<file path="src/hdl/eg_pkg.sv">
// ~~~~~~~~~~~~~~~~~~~~~~~~~~~~~~~~~~~~~~~~~~~~~~~~~
// envelope generator shared definitions
//   phase encoding and attenuation level type
//   per-slot configuration word
//   pipeline depth constants, effective rate function
// ~~~~~~~~~~~~~~~~~~~~~~~~~~~~~~~~~~~~~~~~~~~~~~~~~
`default_nettype none

package eg_pkg;

    localparam int SLOTS        = 32;  // operator slots per frame
    localparam int EG_LVL_STAGE = 4;   // level leaves the core here
    localparam int EG_LATENCY   = 9;   // cfg in to eg_out

    typedef enum logic [1:0] {
        EG_ATTACK  = 2'd0,
        EG_DECAY1  = 2'd1,
        EG_DECAY2  = 2'd2,
        EG_RELEASE = 2'd3
    } eg_state_t;

    // 0 is loudest, 1023 silent, about 0.094 dB per step
    typedef logic [9:0] eg_level_t;

    typedef struct packed {
        logic [4:0] arate;
        logic [4:0] rate1;
        logic [4:0] rate2;
        logic [3:0] rrate;
        logic [3:0] d1l;      // decay 1 target, top five level bits
        logic [1:0] ks;       // key scaling depth
        logic [4:0] keycode;
        logic [6:0] tl;
        logic [1:0] ams;
        logic       amsen;
    } eg_cfg_t;

    // twice the rate code plus the scaled keycode, clamped to 63
    function automatic logic [5:0] eg_rate_calc(input logic [4:0] code,
                                                input logic [4:0] kc,
                                                input logic [1:0] ks);
        logic [6:0] sum;
        if (code == 5'd0) begin
            sum = 7'd0;  // code 0 stays frozen whatever the key
        end else begin
            sum = {1'b0, code, 1'b0} + {2'b00, kc >> (2'd3 - ks)};
        end
        return sum[6] ? 6'd63 : sum[5:0];
    endfunction

endpackage

`default_nettype wire
</file>
<file path="src/hdl/eg_top.sv">
// ~~~~~~~~~~~~~~~~~~~~~~~~~~~~~~~~~~~~~~~~~~~~~~~~~
// envelope generator top level
//   counter, rate, core and mix instances
//   delay lines for the late config fields
// ~~~~~~~~~~~~~~~~~~~~~~~~~~~~~~~~~~~~~~~~~~~~~~~~~
`timescale 1ns/1ps
`default_nettype none

module eg_top #(
    parameter int slots = eg_pkg::SLOTS
) (
    input  logic              clk,
    input  logic              rst,
    input  logic              cen,
    input  logic              zero,
    input  eg_pkg::eg_cfg_t   cfg,
    input  logic              keyon,
    input  logic [6:0]        am,
    output logic              pg_rst,
    output eg_pkg::eg_level_t eg_out
);
    import eg_pkg::*;

    logic [14:0] count;
    eg_state_t   phase;
    logic [4:0]  cfg_sel;
    logic        step;
    logic        sum_up;
    eg_level_t   level;
    logic [6:0]  kc_ks;      // keycode and ks, one slot late
    logic [9:0]  mix_bits;   // tl, ams, amsen at level stage

    eg_counter u_counter (
        .clk   (clk),
        .rst   (rst),
        .cen   (cen),
        .zero  (zero),
        .count (count)
    );

    slot_delay #(.width(7), .stages(1)) u_kc_dly (
        .clk(clk), .rst(rst), .cen(cen), .din({cfg.keycode, cfg.ks}), .dout(kc_ks)
    );

    eg_rate #(.slots(slots)) u_rate (
        .clk     (clk),
        .rst     (rst),
        .cen     (cen),
        .count   (count),
        .phase   (phase),
        .cfg_sel (cfg_sel),
        .keycode (kc_ks[6:2]),
        .ks      (kc_ks[1:0]),
        .step    (step),
        .sum_up  (sum_up)
    );

    eg_core #(.slots(slots)) u_core (
        .clk     (clk),
        .rst     (rst),
        .cen     (cen),
        .cfg     (cfg),
        .keyon   (keyon),
        .step    (step),
        .sum_up  (sum_up),
        .phase   (phase),
        .cfg_sel (cfg_sel),
        .pg_rst  (pg_rst),
        .level   (level)
    );

    slot_delay #(.width(10), .stages(EG_LVL_STAGE)) u_mix_dly (
        .clk(clk), .rst(rst), .cen(cen), .din({cfg.tl, cfg.ams, cfg.amsen}), .dout(mix_bits)
    );

    eg_mix u_mix (
        .clk    (clk),
        .rst    (rst),
        .cen    (cen),
        .level  (level),
        .tl     (mix_bits[9:3]),
        .ams    (mix_bits[2:1]),
        .amsen  (mix_bits[0]),
        .am     (am),
        .eg_out (eg_out)
    );

endmodule

`default_nettype wire

</file>
<file path="src/hdl/eg_mix.sv">
// ~~~~~~~~~~~~~~~~~~~~~~~~~~~~~~~~~~~~~~~~~~~~~~~~~
// envelope output mix
//   AM depth scaling, total level sum
//   saturation at 1023 and output padding
// ~~~~~~~~~~~~~~~~~~~~~~~~~~~~~~~~~~~~~~~~~~~~~~~~~
`timescale 1ns/1ps
`default_nettype none

module eg_mix (
    input  logic              clk,
    input  logic              rst,
    input  logic              cen,
    input  eg_pkg::eg_level_t level,
    input  logic [6:0]        tl,
    input  logic [1:0]        ams,
    input  logic              amsen,
    input  logic [6:0]        am,
    output eg_pkg::eg_level_t eg_out
);
    import eg_pkg::*;

    logic [8:0]  am_final;
    logic [11:0] sum;
    eg_level_t   sat;

    always_comb begin
        if (!amsen || ams == 2'd0) begin
            am_final = 9'd0;
        end else begin
            am_final = {2'b00, am} << (ams - 2'd1);  // x1, x2, x4
        end
        // tl weighs 8 level steps, am 2 steps
        sum = {2'b00, tl, 3'b000} + {2'b00, level} + {2'b00, am_final, 1'b0};
    end

    always_ff @(posedge clk) begin
        if (rst) begin
            sat <= 10'h3ff;
        end else if (cen) begin
            sat <= (sum[11:10] != 2'b00) ? 10'h3ff : sum[9:0];
        end
    end

    slot_delay #(
        .width   (10),
        .stages  (EG_LATENCY - EG_LVL_STAGE - 1),
        .rst_val (10'h3ff)
    ) u_pad (
        .clk  (clk),
        .rst  (rst),
        .cen  (cen),
        .din  (sat),
        .dout (eg_out)
    );

endmodule

`default_nettype wire

</file>
<file path="src/hdl/eg_core.sv">
// ~~~~~~~~~~~~~~~~~~~~~~~~~~~~~~~~~~~~~~~~~~~~~~~~~
// envelope core
//   key edge detect and phase FSM per slot
//   attack and decay level update, saturating
//   state and level recirculate once per frame
// ~~~~~~~~~~~~~~~~~~~~~~~~~~~~~~~~~~~~~~~~~~~~~~~~~
`timescale 1ns/1ps
`default_nettype none

module eg_core #(
    parameter int slots = 32
) (
    input  logic              clk,
    input  logic              rst,
    input  logic              cen,
    input  eg_pkg::eg_cfg_t   cfg,
    input  logic              keyon,
    input  logic              step,
    input  logic              sum_up,
    output eg_pkg::eg_state_t phase,
    output logic [4:0]        cfg_sel,
    output logic              pg_rst,
    output eg_pkg::eg_level_t level
);
    import eg_pkg::*;

    localparam int UPD = EG_LVL_STAGE - 1;  // step and sum_up arrive here

    logic      key_last;
    logic      key_on;
    logic      key_off;
    logic      ar_off_0;
    logic      ar_off_3;
    logic [4:0] d1level;
    logic [1:0] state_0;
    logic [1:0] phase_3;
    eg_level_t level_0;
    eg_level_t level_3;
    eg_level_t level_next;
    eg_state_t next_phase;
    logic [4:0] next_sel;
    logic [5:0] rate_1;
    logic [5:0] rate_3;
    logic [8:0] ar_base;
    logic [9:0] ar_dec;
    logic [9:0] ar_result;

    assign key_on   = keyon && !key_last;
    assign key_off  = key_last && !keyon;
    assign ar_off_0 = key_on && (cfg.arate == 5'h1f);      // instant attack
    assign d1level  = (cfg.d1l == 4'hf) ? 5'h10 : {1'b0, cfg.d1l};

    always_comb begin
        next_phase = eg_state_t'(state_0);
        next_sel   = {cfg.rrate, 1'b1};
        if (key_off) begin
            next_phase = EG_RELEASE;
        end else if (key_on) begin
            next_phase = EG_ATTACK;
            next_sel   = cfg.arate;
        end else begin
            case (state_0)
                EG_ATTACK: begin
                    next_phase = (level_0 == 10'd0) ? EG_DECAY1 : EG_ATTACK;
                    next_sel   = (level_0 == 10'd0) ? cfg.rate1 : cfg.arate;
                end
                EG_DECAY1: begin
                    next_phase = (level_0[9:5] >= d1level) ? EG_DECAY2 : EG_DECAY1;
                    next_sel   = (level_0[9:5] >= d1level) ? cfg.rate2 : cfg.rate1;
                end
                EG_DECAY2: next_sel = cfg.rate2;
                default:   next_sel = {cfg.rrate, 1'b1};  // release, doubled plus one
            endcase
        end
    end

    always_ff @(posedge clk) begin
        if (rst) begin
            phase   <= EG_RELEASE;
            cfg_sel <= 5'd0;
            pg_rst  <= 1'b0;
        end else if (cen) begin
            phase   <= next_phase;
            cfg_sel <= next_sel;
            pg_rst  <= key_on;
        end
    end

    // local copy of the effective rate for the step size
    always_ff @(posedge clk) begin
        if (cen) begin
            rate_1 <= eg_rate_calc(next_sel, cfg.keycode, cfg.ks);
        end
    end

    always_comb begin
        case (rate_3[5:2])
            4'b1101:          ar_base = {2'd0, level_3[9:3]} + 9'd1;
            4'b1110, 4'b1111: ar_base = {1'b0, level_3[9:2]} + 9'd1;
            default:          ar_base = {3'd0, level_3[9:4]} + 9'd1;
        endcase
        if (rate_3[5:4] == 2'b11) begin
            ar_dec = step ? {ar_base, 1'b0} : {1'b0, ar_base};
        end else begin
            ar_dec = step ? {1'b0, ar_base} : 10'd0;
        end
        ar_result = (ar_dec < level_3) ? level_3 - ar_dec : 10'd0;

        if (ar_off_3) begin
            level_next = 10'd0;
        end else if (!sum_up) begin
            level_next = level_3;
        end else if (phase_3 == EG_ATTACK) begin
            level_next = (rate_3[5:1] == 5'h1f) ? 10'd0 : ar_result;
        end else if (level_3 > 10'd1015) begin
            level_next = 10'h3ff;   // clamp at silence
        end else begin
            case (rate_3[5:2])
                4'd12:   level_next = level_3 + {8'd0, step, ~step};
                4'd13:   level_next = level_3 + {7'd0, step, ~step, 1'b0};
                4'd14:   level_next = level_3 + {6'd0, step, ~step, 2'b0};
                4'd15:   level_next = level_3 + 10'd8;
                default: level_next = level_3 + {8'd0, step, 1'b0};
            endcase
        end
    end

    always_ff @(posedge clk) begin
        if (rst) begin
            level <= 10'h3ff;
        end else if (cen) begin
            level <= level_next;
        end
    end

    slot_delay #(.width(1), .stages(slots), .rst_val(1'b0)) u_key_hist (
        .clk(clk), .rst(rst), .cen(cen), .din(keyon), .dout(key_last)
    );
    slot_delay #(.width(2), .stages(UPD - 1), .rst_val(EG_RELEASE)) u_state_a (
        .clk(clk), .rst(rst), .cen(cen), .din(phase), .dout(phase_3)
    );
    slot_delay #(.width(2), .stages(slots - UPD), .rst_val(EG_RELEASE)) u_state_b (
        .clk(clk), .rst(rst), .cen(cen), .din(phase_3), .dout(state_0)
    );
    slot_delay #(.width(10), .stages(slots - EG_LVL_STAGE), .rst_val(10'h3ff)) u_level_a (
        .clk(clk), .rst(rst), .cen(cen), .din(level), .dout(level_0)
    );
    slot_delay #(.width(10), .stages(UPD), .rst_val(10'h3ff)) u_level_b (
        .clk(clk), .rst(rst), .cen(cen), .din(level_0), .dout(level_3)
    );
    slot_delay #(.width(6), .stages(UPD - 1), .rst_val(6'd0)) u_rate (
        .clk(clk), .rst(rst), .cen(cen), .din(rate_1), .dout(rate_3)
    );
    slot_delay #(.width(1), .stages(UPD), .rst_val(1'b0)) u_ar_off (
        .clk(clk), .rst(rst), .cen(cen), .din(ar_off_0), .dout(ar_off_3)
    );

    // phase generator reset only follows a key being held down
    pg_rst_needs_key: assert property (
        @(posedge clk) disable iff (rst) cen |=> (!pg_rst || $past(keyon))
    ) else $error("pg_rst pulse without key-on");

endmodule

`default_nettype wire

</file>
<file path="src/hdl/eg_rate.sv">
// ~~~~~~~~~~~~~~~~~~~~~~~~~~~~~~~~~~~~~~~~~~~~~~~~~
// envelope rate stage
//   effective rate from code, keycode and scaling
//   counter tap choice and eight-step pattern
//   per-slot toggle detect for sum_up
// ~~~~~~~~~~~~~~~~~~~~~~~~~~~~~~~~~~~~~~~~~~~~~~~~~
`timescale 1ns/1ps
`default_nettype none

module eg_rate #(
    parameter int slots = 32
) (
    input  logic              clk,
    input  logic              rst,
    input  logic              cen,
    input  logic [14:0]       count,
    input  eg_pkg::eg_state_t phase,
    input  logic [4:0]        cfg_sel,
    input  logic [4:0]        keycode,
    input  logic [1:0]        ks,
    output logic              step,
    output logic              sum_up
);
    import eg_pkg::*;

    logic [5:0]  rate_1;     // same cycle as cfg_sel
    logic [3:0]  tap_lo;
    logic [14:0] count_sh;
    logic [5:0]  rate_2;
    logic [2:0]  cnt_2;
    logic        attack_2;
    logic [7:0]  pattern;
    logic        step_2;
    logic        prev_bit;   // this slot's tap bit one frame ago

    assign rate_1 = eg_rate_calc(cfg_sel, keycode, ks);

    // faster rates read lower counter bits, attack one bit lower still
    always_comb begin
        if (phase == EG_ATTACK) begin
            tap_lo = (rate_1[5:2] > 4'd11) ? 4'd0 : 4'd11 - rate_1[5:2];
        end else begin
            tap_lo = (rate_1[5:2] > 4'd12) ? 4'd0 : 4'd12 - rate_1[5:2];
        end
        count_sh = count >> tap_lo;
    end

    always_ff @(posedge clk) begin
        if (cen) begin
            rate_2   <= rate_1;
            cnt_2    <= count_sh[2:0];
            attack_2 <= (phase == EG_ATTACK);
        end
    end

    always_comb begin
        if (rate_2[5:4] == 2'b11) begin
            if (rate_2[5:2] == 4'hf && attack_2) begin
                pattern = 8'b1111_1111;  // fastest attack
            end else begin
                case (rate_2[1:0])
                    2'd0:    pattern = 8'b0000_0000;
                    2'd1:    pattern = 8'b1000_1000;
                    2'd2:    pattern = 8'b1010_1010;
                    default: pattern = 8'b1110_1110;
                endcase
            end
        end else begin
            if (rate_2[5:2] == 4'd0 && !attack_2) begin
                pattern = 8'b1111_1110;  // slowest decay floor
            end else begin
                case (rate_2[1:0])
                    2'd0:    pattern = 8'b1010_1010;
                    2'd1:    pattern = 8'b1110_1010;
                    2'd2:    pattern = 8'b1110_1110;
                    default: pattern = 8'b1111_1110;
                endcase
            end
        end
        step_2 = (rate_2[5:1] == 5'd0) ? 1'b0 : pattern[cnt_2];  // rate 0 holds
    end

    slot_delay #(
        .width   (1),
        .stages  (slots),
        .rst_val (1'b0)
    ) u_prev_bit (
        .clk  (clk),
        .rst  (rst),
        .cen  (cen),
        .din  (cnt_2[0]),
        .dout (prev_bit)
    );

    always_ff @(posedge clk) begin
        if (rst) begin
            step   <= 1'b0;
            sum_up <= 1'b0;
        end else if (cen) begin
            step   <= step_2;
            sum_up <= cnt_2[0] != prev_bit;
        end
    end

endmodule

`default_nettype wire

</file>
<file path="src/hdl/eg_counter.sv">
// ~~~~~~~~~~~~~~~~~~~~~~~~~~~~~~~~~~~~~~~~~~~~~~~~~
// global envelope counter
//   steps once every three frames, paced by zero
// ~~~~~~~~~~~~~~~~~~~~~~~~~~~~~~~~~~~~~~~~~~~~~~~~~
`timescale 1ns/1ps
`default_nettype none

module eg_counter (
    input  logic        clk,
    input  logic        rst,
    input  logic        cen,
    input  logic        zero,
    output logic [14:0] count
);

    logic [1:0] base;  // frames since the last step

    // one frame is 32 enabled clocks, zero marks its start
    always_ff @(posedge clk) begin
        if (rst) begin
            base  <= 2'd0;
            count <= 15'd0;
        end else if (cen && zero) begin
            if (base == 2'd2) begin
                base  <= 2'd0;
                count <= count + 15'd1;  // wraps freely
            end else begin
                base <= base + 2'd1;
            end
        end
    end

    // divide-by-three must never reach its unused code
    base_in_range: assert property (
        @(posedge clk) disable iff (rst) base <= 2'd2
    ) else $error("envelope base counter left its 0..2 range");

endmodule

`default_nettype wire

</file>
<file path="src/hdl/slot_delay.sv">
// ~~~~~~~~~~~~~~~~~~~~~~~~~~~~~~~~~~~~~~~~~~~~~~~~~
// cen-gated shift register with a reset value
//   carries per-slot values around the frame
//   and lines up late fields with the pipeline
// ~~~~~~~~~~~~~~~~~~~~~~~~~~~~~~~~~~~~~~~~~~~~~~~~~
`timescale 1ns/1ps
`default_nettype none

module slot_delay #(
    parameter int               width   = 1,
    parameter int               stages  = 1,   // at least one
    parameter logic [width-1:0] rst_val = '0
) (
    input  logic             clk,
    input  logic             rst,
    input  logic             cen,
    input  logic [width-1:0] din,
    output logic [width-1:0] dout
);

    logic [width-1:0] sr [stages];

    always_ff @(posedge clk) begin
        if (rst) begin
            for (int i = 0; i < stages; i++) begin
                sr[i] <= rst_val;
            end
        end else if (cen) begin
            sr[0] <= din;
            // one slot per enabled clock
            for (int i = 1; i < stages; i++) begin
                sr[i] <= sr[i-1];
            end
        end
    end

    assign dout = sr[stages-1];

endmodule

`default_nettype wire

</file>
<file path="config.mk">
export PLATFORM = sky130hd
export DESIGN_NAME = eg_top
export DESIGN_NICKNAME = d
export VERILOG_FILES = /design/src/hdl/eg_pkg.sv /design/src/hdl/eg_top.sv /design/src/hdl/eg_mix.sv /design/src/hdl/eg_core.sv /design/src/hdl/eg_rate.sv /design/src/hdl/eg_counter.sv /design/src/hdl/slot_delay.sv
export SDC_FILE = /design/constraint.sdc
export NUM_CORES = 1
export LEC_CHECK = 0
export BUFFER_PORTS_ARGS = -buffer_cell sky130_fd_sc_hd__buf_2
export CAP_MARGIN = 10
export CELL_PAD_IN_SITES_DETAIL_PLACEMENT = 0
export CELL_PAD_IN_SITES_GLOBAL_PLACEMENT = 1
export CORE_UTILIZATION = 53
export DETAILED_ROUTE_END_ITERATION = 8
export GPL_ROUTABILITY_DRIVEN = 0
export HOLD_SLACK_MARGIN = 0.1
export PLACE_DENSITY_LB_ADDON = 0.05
export SETUP_SLACK_MARGIN = 0.15
export SLEW_MARGIN = 20
export SYNTH_ARGS = -nofsm -noshare
export SYNTH_HDL_FRONTEND = slang
export SYNTH_HIERARCHICAL = 1
export SYNTH_SLANG_ARGS = --single-unit
</file>
<file path="constraint.sdc">
create_clock -name clk -period 10.1 [get_ports clk]
set_clock_uncertainty 0.05 [all_clocks]
set_input_delay 1.515 -clock clk [delete_from_list [all_inputs] [get_ports clk]]
set_output_delay 1.515 -clock clk [all_outputs]
set_load 0.02 [all_outputs]
</file>
==> impl_metrics.yaml <==
global_route:
  grt_pass1_vias: 15100
  antenna_found_initial: 0
  grt_pass1_wl_um: 82900
  grt_start_max_net_pins: 206
  grt_overflow: 0
  grt_usage_pct: 19.3
clocking:
  clk-insertion-delay-late_ns: 0.58
  clockRootBuffer: "clkbuf_16"
  cts_tree: "built"
  cts_resized: 0
  cts_made_buffers: 66
  htreeDepth: 3
  post_cts_buffers: 0
  cts-hold-fix-buffers: 0
  clockBufferDepth: 3
  cts.reportedPaths.clkPinSlew_ns: 0.06
  clkSinkCount: 598
yosys:
  yosys_warnings: 6
  synth_cells: 2046
  synth_nets: 2159
  netlist_area_um2: 28100
  avgSynthCellArea_um2: 13.7
critical_path:
  critPathMaxFanout: 11
  start_kind: "flop"
  ff2ff_path_depth: 15
  max_stage_delay_ns: 0.84
  worst-path-buf-inv: 0
  slowest_stage: "a2bb2oi_1"
  rr_endpoint: "u_rate/cnt_2[1]$_DFFE_PP_"
  cp.required_ns: 10.38
  path_class: "flop to flop"
  critPathCaptureType: "flop"
  path_cells: "mux2_2, nand2_1, o21ai_0, ha_1, a21o_1, a2bb2oi_1, a21boi_1, ha_1, and2_1, a31oi_4, a31oi_4, mux2i_1, nor2_1, a21o_1, o311a_1"
  rrSetupSlack_ns: 5.21
  startpoint: "u_kc_dly/sr[0][1]$_SDFFCE_PN0P_"
  reg2reg_from: "u_kc_dly/sr[0][1]$_SDFFCE_PN0P_"
  critPathTopFamily: "compound AO/OA/AOI/OAI gates"
  cp.arrival_ns: 5.16
floorplan:
  initial_utilization_pct: 54.2
  ios: 63
  die_h_um: 232
  die_area_um2: 53900
  rows: 83
  core_um2: 51800
  die_width_um: 232
route:
  drt_first_iter_violations: 1396
  avgViaCountPerCell: 5.68
  drc_errors: 0
  vias: 15700
  ant_nets: 0
  drt-wirelength-per-cell_um: 18.6
  dr.pass1.iters: 5
  drt_wl_total_um: 51400
sta:
  setup_tns_ns: 0
  whs_ns: 0.415
  max_freq_mhz: 205
  hold_viol_final: 0
  min_period_over_period_pct: 48.4
  fin_crit_ns: 4.89
  rsz0062_at_grt: "no"
  setup_viol: 0
  tightestPinTransition_ns: 1.14
  slew_violations: 0
  worst_slack_ns: 5.21
  slew_headroom_pct: 24.1
power_and_ir_drop:
  cellPowerDensity_nw_per_um2: 180
  leakagePower_nw: 9.72
  power_mw: 5.50
  vdd_drop_max_uv: 145
layout:
  post-route-util_pct: 58.8
  drive_above_1_share_pct: 12.3
  antennaDiodeCount: 0
  syn_to_final_growth_pct: 8.54
  layout.nets: 2143
  final_cell_area_um2: 30500
  fin_cells: 2761
  fillCellCount: 4154
placement:
  port_buffers: 62
  dp_slack_ns: 5.07
  place_inst: 2642
  place_area_um2: 28400
  dpl.hpwl_um: 30600
worst_hold_path:
  hp-start: "u_mix/sat[0]$_SDFFE_PP1P_"
  hold_path.class: "flop to flop"
  whs_endpoint: "u_mix/sat[0]$_SDFFE_PP1P_"
  min_path_cells: 1
job:
  drv_cap: 0
status:
  outcome: "finished, final reports clean"
-- per-layer routing --
metal / GRT usage, % / share of wire, %
met1: 29.9 / 50
met2: 27.7 / 43
met3: 3.54 / 4.4
met4: 5.49 / 2.2
met5: 0 / 0
-- worst max-delay path by stage --
stage                                               to  slack [ns]  cells past startpoint
2_1_floorplan  u_core/u_level_a/sr[0][0]$_SDFFCE_PN1P_        1.30                      4
3_3_place_gp            u_core/rate_1[5]$_SDFFCE_PP1P_        5.17                     16
3_5_place_dp            u_core/rate_1[5]$_SDFFCE_PP1P_        5.07                     16
4_1_cts                      u_rate/cnt_2[1]$_DFFE_PP_        5.27                     15
5_1_grt                      u_rate/cnt_2[1]$_DFFE_PP_        4.98                     15
6_report                     u_rate/cnt_2[1]$_DFFE_PP_        5.21                     15
-- final cells by class --
type,instances,area (um^2),area share (%)
Inverter,50,188,0.616
Tap cell,680,851,2.79
Clock buffer,87,1800,5.92
Multi-Input combinational cell,1237,9420,30.9
Sequential cell,598,17500,57.4
Timing Repair Buffer,77,468,1.54
Clock inverter,32,253,0.829
-- placed cells by master, fill, tap and decap left out, types with 33 or more instances in the layout --
cell type / n
nand2_1: 68
a21oi_1: 69
nor2b_1: 42
edfxtp_1: 551
dfxtp_1: 47
or3b_1: 291
nor2_1: 73
and3b_1: 87
inv_1: 46
xnor2_1: 33
clkbuf_16: 68
ha_1: 47
or2_1: 119
buf_2: 60
-- state kept, by name (all words and copies together), names as in the netlist, 5 cells and up --
signal,flops
u_counter/count,15
u_mix_dly/sr,40
u_core/level,10
u_core/cfg_sel,5
u_core/u_level_b/sr,30
u_core/rate_1,5
u_kc_dly/sr,7
u_rate/rate_2,6
u_mix/sat,10
u_core/u_rate/sr,10
u_core/u_level_a/sr,280
u_rate/u_prev_bit/sr,32
u_core/u_state_b/sr,58
u_mix/u_pad/sr,40
u_core/u_key_hist/sr,32
-- power by group --
group	total (mW)	switching [mW]	internal (mW)	leakage [nW]
clock	2.27	0.934	1.34	1.01
combinational	0.425	0.264	0.161	3.77
sequential	2.80	0.0386	2.76	4.95
(Power assumes the default switching activity.)
